[src/rtl/synth_pkg.sv]
package synth_pkg;

    // voice and sample sizes
    localparam int num_voices  = 4;
    localparam int voice_idx_w = 2;
    localparam int div_w       = 22;
    localparam int sample_w    = 16;
    // headroom for summing all voices before the clamp
    localparam int mix_w       = sample_w + $clog2(num_voices);

    // 100 MHz / 2500 gives a 40 kHz sample strobe
    localparam int sample_div   = 2500;
    localparam int sample_cnt_w = $clog2(sample_div);

    localparam logic signed [sample_w-1:0] sample_max = 16'sh7FFF;
    localparam logic signed [sample_w-1:0] sample_min = 16'sh8000;

    // half-period minus one at 100 MHz, chromatic from C4; index 0 is a rest
    localparam int pitch_w = 5;
    localparam int pitch_n = 2 ** pitch_w;
    localparam logic [div_w-1:0] pitch_table [pitch_n] = '{
        22'd0,      22'd191109, 22'd180387, 22'd170264,
        22'd160704, 22'd151684, 22'd143171, 22'd135137,
        22'd127550, 22'd120394, 22'd113635, 22'd107258,
        22'd101238, 22'd95555,  22'd90192,  22'd85130,
        22'd80353,  22'd75842,  22'd71585,  22'd67567,
        22'd63775,  22'd60196,  22'd56817,  22'd53628,
        22'd50618,  22'd47777,  22'd45095,  22'd42564,
        22'd40176,  22'd37920,  22'd35792,  22'd33783
    };

    // symmetric square amplitude per volume step
    localparam int vol_w = 3;
    localparam logic signed [sample_w-1:0] amp_table [2 ** vol_w] = '{
        16'sh0000, 16'sh0800, 16'sh1000, 16'sh1800,
        16'sh2000, 16'sh2800, 16'sh3000, 16'sh3FFF
    };

    // command word, top bit selects the view
    localparam logic op_note  = 1'b0;
    localparam logic op_route = 1'b1;

    typedef struct packed {
        logic                   op;
        logic [voice_idx_w-1:0] voice;
        logic [vol_w-1:0]       volume;
        logic [pitch_w-1:0]     pitch;
        logic [4:0]             spare;
    } note_cmd_t;

    typedef struct packed {
        logic                   op;
        logic [voice_idx_w-1:0] voice;
        logic                   left_en;
        logic                   right_en;
        logic                   mute;
        logic [9:0]             spare;
    } route_cmd_t;

    typedef union packed {
        note_cmd_t  note;
        route_cmd_t route;
    } cmd_word_t;

endpackage

[src/rtl/cmd_decoder.sv]
`timescale 1ns/1ps

module cmd_decoder (
    input  logic                                                clk,
    input  logic                                                rst,
    input  logic                                                cmd_valid,
    input  synth_pkg::cmd_word_t                                cmd_word,
    output logic [synth_pkg::num_voices*synth_pkg::div_w-1:0]    div,
    output logic [synth_pkg::num_voices*synth_pkg::sample_w-1:0] amp,
    output logic [synth_pkg::num_voices-1:0]                    left_en,
    output logic [synth_pkg::num_voices-1:0]                    right_en,
    output logic [synth_pkg::num_voices-1:0]                    mute,
    output logic [synth_pkg::num_voices-1:0]                    restart
);
    import synth_pkg::*;

    note_cmd_t                    note;
    route_cmd_t                   route;
    logic                         is_note;
    logic [div_w-1:0]             note_div;
    logic signed [sample_w-1:0]   note_amp;

    // same word seen through both views
    assign note    = cmd_word.note;
    assign route   = cmd_word.route;
    assign is_note = (cmd_word.note.op == op_note);

    // table lookups, entry 0 of the pitch table is already a rest
    assign note_div = pitch_table[note.pitch];
    assign note_amp = amp_table[note.volume];

    always_ff @(posedge clk or posedge rst) begin
        if (rst) begin
            div      <= '0;
            amp      <= '0;
            left_en  <= '1;
            right_en <= '1;
            mute     <= '0;
            restart  <= '0;
        end else begin
            // restart is a single-cycle pulse
            restart <= '0;
            if (cmd_valid) begin
                if (is_note) begin
                    div[note.voice*div_w +: div_w]       <= note_div;
                    amp[note.voice*sample_w +: sample_w] <= note_amp;
                    restart[note.voice]                  <= 1'b1;
                end else begin
                    // routing leaves pitch and level alone
                    left_en[route.voice]  <= route.left_en;
                    right_en[route.voice] <= route.right_en;
                    mute[route.voice]     <= route.mute;
                end
            end
        end
    end

endmodule

[src/rtl/tone_osc.sv]
`timescale 1ns/1ps

module tone_osc (
    input  logic                                 clk,
    input  logic                                 rst,
    input  logic                                 restart,
    input  logic [synth_pkg::div_w-1:0]          div,
    input  logic signed [synth_pkg::sample_w-1:0] amp,
    output logic signed [synth_pkg::sample_w-1:0] wave
);
    import synth_pkg::*;

    logic [div_w-1:0] cnt;
    logic             phase;
    logic             resting;

    assign resting = (div == '0);

    // counter runs 0..div, phase flips on each wrap
    always_ff @(posedge clk or posedge rst) begin
        if (rst) begin
            cnt   <= '0;
            phase <= 1'b0;
        end else if (restart) begin
            // new note starts on the high half
            cnt   <= '0;
            phase <= 1'b1;
        end else if (resting) begin
            cnt   <= '0;
            phase <= 1'b1;
        end else if (cnt >= div) begin
            cnt   <= '0;
            phase <= ~phase;
        end else begin
            cnt <= cnt + 1'b1;
        end
    end

    // symmetric square around zero
    always_comb begin
        if (resting) begin
            wave = '0;
        end else if (phase) begin
            wave = amp;
        end else begin
            wave = -amp;
        end
    end

endmodule

[src/rtl/stereo_mixer.sv]
`timescale 1ns/1ps

module stereo_mixer (
    input  logic                                                clk,
    input  logic                                                rst,
    input  logic [synth_pkg::num_voices*synth_pkg::sample_w-1:0] wave,
    input  logic [synth_pkg::num_voices-1:0]                    left_en,
    input  logic [synth_pkg::num_voices-1:0]                    right_en,
    input  logic [synth_pkg::num_voices-1:0]                    mute,
    output logic signed [synth_pkg::sample_w-1:0]               audio_left,
    output logic signed [synth_pkg::sample_w-1:0]               audio_right,
    output logic                                                sample_valid
);
    import synth_pkg::*;

    logic signed [mix_w-1:0]  sum_left;
    logic signed [mix_w-1:0]  sum_right;
    logic [sample_cnt_w-1:0]  sample_cnt;

    function automatic logic signed [sample_w-1:0] clamp(input logic signed [mix_w-1:0] s);
        if (s > sample_max) begin
            return sample_max;
        end else if (s < sample_min) begin
            return sample_min;
        end
        return s[sample_w-1:0];
    endfunction

    // pan and mute each voice into the wide sums
    always_comb begin
        sum_left  = '0;
        sum_right = '0;
        for (int v = 0; v < num_voices; v++) begin
            if (!mute[v] && left_en[v]) begin
                sum_left = sum_left + $signed(wave[v*sample_w +: sample_w]);
            end
            if (!mute[v] && right_en[v]) begin
                sum_right = sum_right + $signed(wave[v*sample_w +: sample_w]);
            end
        end
    end

    always_ff @(posedge clk or posedge rst) begin
        if (rst) begin
            audio_left  <= '0;
            audio_right <= '0;
        end else begin
            audio_left  <= clamp(sum_left);
            audio_right <= clamp(sum_right);
        end
    end

    // free-running sample strobe, one pulse per sample_div clocks
    always_ff @(posedge clk or posedge rst) begin
        if (rst) begin
            sample_cnt   <= '0;
            sample_valid <= 1'b0;
        end else if (sample_cnt == sample_cnt_w'(sample_div - 1)) begin
            sample_cnt   <= '0;
            sample_valid <= 1'b1;
        end else begin
            sample_cnt   <= sample_cnt + 1'b1;
            sample_valid <= 1'b0;
        end
    end

endmodule

[src/rtl/synth_top.sv]
`timescale 1ns/1ps

module synth_top (
    input  logic                                  clk,
    input  logic                                  rst,
    input  logic                                  cmd_valid,
    input  synth_pkg::cmd_word_t                  cmd_word,
    output logic signed [synth_pkg::sample_w-1:0] audio_left,
    output logic signed [synth_pkg::sample_w-1:0] audio_right,
    output logic                                  sample_valid
);
    import synth_pkg::*;

    // per-voice settings, flattened by voice index
    logic [num_voices*div_w-1:0]    div;
    logic [num_voices*sample_w-1:0] amp;
    logic [num_voices*sample_w-1:0] wave;
    logic [num_voices-1:0]          left_en;
    logic [num_voices-1:0]          right_en;
    logic [num_voices-1:0]          mute;
    logic [num_voices-1:0]          restart;

    cmd_decoder u_decoder (
        .clk      (clk),
        .rst      (rst),
        .cmd_valid(cmd_valid),
        .cmd_word (cmd_word),
        .div      (div),
        .amp      (amp),
        .left_en  (left_en),
        .right_en (right_en),
        .mute     (mute),
        .restart  (restart)
    );

    for (genvar v = 0; v < num_voices; v++) begin : g_voice
        tone_osc u_osc (
            .clk    (clk),
            .rst    (rst),
            .restart(restart[v]),
            .div    (div[v*div_w +: div_w]),
            .amp    (amp[v*sample_w +: sample_w]),
            .wave   (wave[v*sample_w +: sample_w])
        );
    end

    stereo_mixer u_mixer (
        .clk         (clk),
        .rst         (rst),
        .wave        (wave),
        .left_en     (left_en),
        .right_en    (right_en),
        .mute        (mute),
        .audio_left  (audio_left),
        .audio_right (audio_right),
        .sample_valid(sample_valid)
    );

endmodule

[config.mk]
export PLATFORM = sky130hd
export DESIGN_NAME = synth_top
export DESIGN_NICKNAME = d
export VERILOG_FILES = /design/src/rtl/synth_pkg.sv /design/src/rtl/cmd_decoder.sv /design/src/rtl/tone_osc.sv /design/src/rtl/stereo_mixer.sv /design/src/rtl/synth_top.sv
export SDC_FILE = /design/constraint.sdc
export NUM_CORES = 1
export LEC_CHECK = 0
export BUFFER_PORTS_ARGS = -buffer_cell sky130_fd_sc_hd__buf_4
export CAP_MARGIN = 20
export CORE_ASPECT_RATIO = 0.75
export CORE_MARGIN = 1.5
export CORE_UTILIZATION = 51
export DETAILED_ROUTE_END_ITERATION = 8
export PLACE_DENSITY = 0.65
export SLEW_MARGIN = 20
export SYNTH_ARGS = -nofsm -noshare
export SYNTH_HDL_FRONTEND = slang
export SYNTH_SLANG_ARGS = --single-unit
[constraint.sdc]
create_clock -name clk -period 10.4 [get_ports clk]
set_clock_uncertainty 0.2 [all_clocks]
set_input_delay 0.52 -clock clk [delete_from_list [all_inputs] [get_ports clk]]
set_output_delay 0.52 -clock clk [all_outputs]
set_load 0.005 [all_outputs]
==> run_results.csv <==
group,metric,value,unit
clocking,cts_resized,0,
sta,fin_ws,1.80,ns
layout,final_cell_area,22100,um^2
synthesis,async_reset_ff_share,100,%
synthesis,syn_inst,2377,
place,placement.io_buffers,46,
floorplan,coreArea,39400,um^2
global_route,grt_max_degree,125,
synthesis,yosysWarnings,0,
layout,layout_commonest_cell,"nor2_1",
global_route,grt_pass1_wl,87.5,mm
floorplan,die_height,176,um
place,dp.cells,2865,
synthesis,yosysTopAreaCellShare,30.7,%
route,routed_wirelength,53.3,mm
critical_path,critPathTopFamily,"compound AO/OA/AOI/OAI gates",
clocking,cts_tree,"built",
sta,slew_viol_final,0,
layout,mostFrequentLayoutCells,"nor2_1, dfrtp_1, nand2_1, ha_1, inv_1",
route,drt_iter0_markers,1296,
route,wl_per_cell,18.2,um
status,outcome,"complete, no violations",
sta,rsz0062_at_grt,"no",
power_and_ir_drop,p_total,3.55,mW
synthesis,ys_types,89,
power_and_ir_drop,leakage,10.1,nW
sta,setup_tns,0,ns
clocking,clock-sinks,257,
sta,max_freq,0.116,GHz
place,hpwlAfterDp,40.0,mm
floorplan,rows,63,
power_and_ir_drop,power.density,161,nW/um^2
synthesis,syn_area_per_cell,8.54,um^2
layout,nets,2611,
sta,finalHoldViolations,0,
layout,drive_above_1_share,8.25,%
sta,whs,0.0447,ns
run,maxCapViolCount,0,
critical_path,path_max_fanout,15,
sta,finalCritPeriodShare,82.7,%
layout,area_delta_synth_final,8.79,%
global_route,grt_pass1_vias,16400,
floorplan,die_x,233,um
route,viasPerCell,5.95,
synthesis,synth_area_leaders,"dfrtp_1, ha_1, nor2_1",
synthesis,yosysTopAreaCell,"dfrtp_1",
global_route,track_usage,26.2,%
clocking,cts-buffers-inserted,29,
critical_path,start_kind,"register",
synthesis,synth_area,20300,um^2
sta,worstMarginPinSlew,1.04,ns
place,placed_area,21000,um^2
route,dr.pass1.iters,6,
floorplan,design.portCount,52,
critical_path,slowest_stage,"a2111oi_0",
synthesis,synthesis.nets,2610,
synthesis,ys_seq_elements,257,
synthesis,synth-seq-area-share,31.7,%
layout,final_cells,2921,
critical_path,cp_slowest_stage_delay,0.76,ns
synthesis,synth_edf_count,0,
critical_path,worst-path-buf-inv,4,
critical_path,worstSetupPathType,"reg -> reg",
layout,diodes,0,
critical_path,cp-end-kind,"register",
floorplan,start_util,51.5,%
clocking,clkTransAtPathRegs,0.06,ns
worst_hold_path,hold_class,"in -> reg",
sta,finalSetupViolCount,0,
route,drc,0,
layout,fin_util,56.0,%
route,via_count,17400,
clocking,cts_setup_buffers,0,
global_route,antenna_found_initial,0,
clocking,htreeDepth,1,
sta,period_needed,8.60,ns
critical_path,critPathRequiredTime,10.69,ns
sta,slew_headroom,29.9,%
layout,n_fill_cell,3671,
route,postRouteAntennaNets,0,
clocking,clock_latency,0.60,ns
place,routabilityCongestion,0.931,
place,pre_cts_slack,1.98,ns
synthesis,synth_ff_type,"dfrtp_1",
power_and_ir_drop,peakVddDrop,153,uV
critical_path,critPathArrivalTime,8.89,ns
global_route,overflow,0,
floorplan,dieArea,41000,um^2
clocking,clock_path_buffers,3,
clocking,cts_root_buf,"clkbuf_16",
==> logic make-up after synthesis <==
kind of cell | Yosys count | synth area share [%]
buffers and inverters | 255 | 4.96
multiplexers | 68 | 4.15
flip-flops | 257 | 31.7
AO/OA/AOI/OAI | 603 | 19.4
AND/OR/NAND/NOR | 824 | 19.1
XOR/XNOR | 156 | 6.80
adder cells (fa/ha/maj) | 214 | 13.9
==> area by class of cell <==
type,count,area (um^2),area share [%]
clock buffer,32,747,3.38
timing repair buffer,63,483,2.19
multi-input combinational,1865,12900,58.2
clock inverter,22,294,1.33
sequential,257,6440,29.2
inverter,162,616,2.79
tap,520,651,2.95
==> layer usage <==
metal / vias up / wire length [um] / GRT usage, % / part of all wire [%]
li1: 8465 / - / - / -
met5: - / 0 / 0 / 0
met1: 8409 / 26800 / 40.2 / 50
met4: 0 / 1050 / 5.69 / 2.0
met2: 437 / 22500 / 39.4 / 42
met3: 57 / 2880 / 3.15 / 5.4
==> worst paths after layout <==
| check | startpoint | endpoint | slack, ns | depth (start not counted) |
|---|---|---|---|---|
| worst max-delay path | u_decoder.div[39]$_DFFE_PP0P_ | u_mixer.audio_left[2]$_DFF_PP0_ | 1.80 | 29 |
| worst min-delay path | cmd_word[12] | u_decoder.amp[29]$_DFFE_PP0P_ | 0.04 | 2 |
| worst max register to register | u_decoder.div[39]$_DFFE_PP0P_ | u_mixer.audio_left[2]$_DFF_PP0_ | 1.80 | 29 |
| worst min register to register | u_mixer.sample_cnt[0]$_DFF_PP0_ | u_mixer.sample_cnt[0]$_DFF_PP0_ | 0.28 | 1 |
| max in group asynchronous | rst | g_voice[0].u_osc.cnt[13]$_DFF_PP0_ | 7.59 | 5 |
| min in group asynchronous | rst | g_voice[1].u_osc.cnt[6]$_DFF_PP0_ | 0.46 | 3 |
==> sequential cells by signal (all words and copies together), names as in the netlist <==
register	count
g_voice.u_osc.cnt	88
u_decoder.left_en	4
u_mixer.audio_right	16
u_decoder.right_en	4
u_decoder.mute	4
g_voice.u_osc.phase	4
u_mixer.sample_cnt	12
u_decoder.restart	4
u_decoder.div	88
u_mixer.sample_valid	1
u_decoder.amp	16
u_mixer.audio_left	16
==> power breakdown <==
part           switching, mW  internal (mW)
clock network          0.457          0.673
logic                  0.743          0.462
registers             0.0934           1.12
==> synth_stat cells (27+ instances only) <==
cell type / count
a21o_1: 57
a21oi_1: 157
a22o_1: 41
and3_1: 30
clkbuf_1: 64
dfrtp_1: 249
ha_1: 196
inv_1: 161
mux2_2: 27
mux2i_1: 30
nand2_1: 210
nand3_1: 72
nand4_1: 45
nor2_1: 284
nor3_1: 42
o21ai_0: 133
xnor2_1: 76
xor2_1: 79
==> repair_timing <==
item,CTS,global route
endpoints found under the setup margin,0,0
hold buffers,1,0
hold endpoints to repair,123,0
No activity file was read; power rests on OpenSTA's default activity.
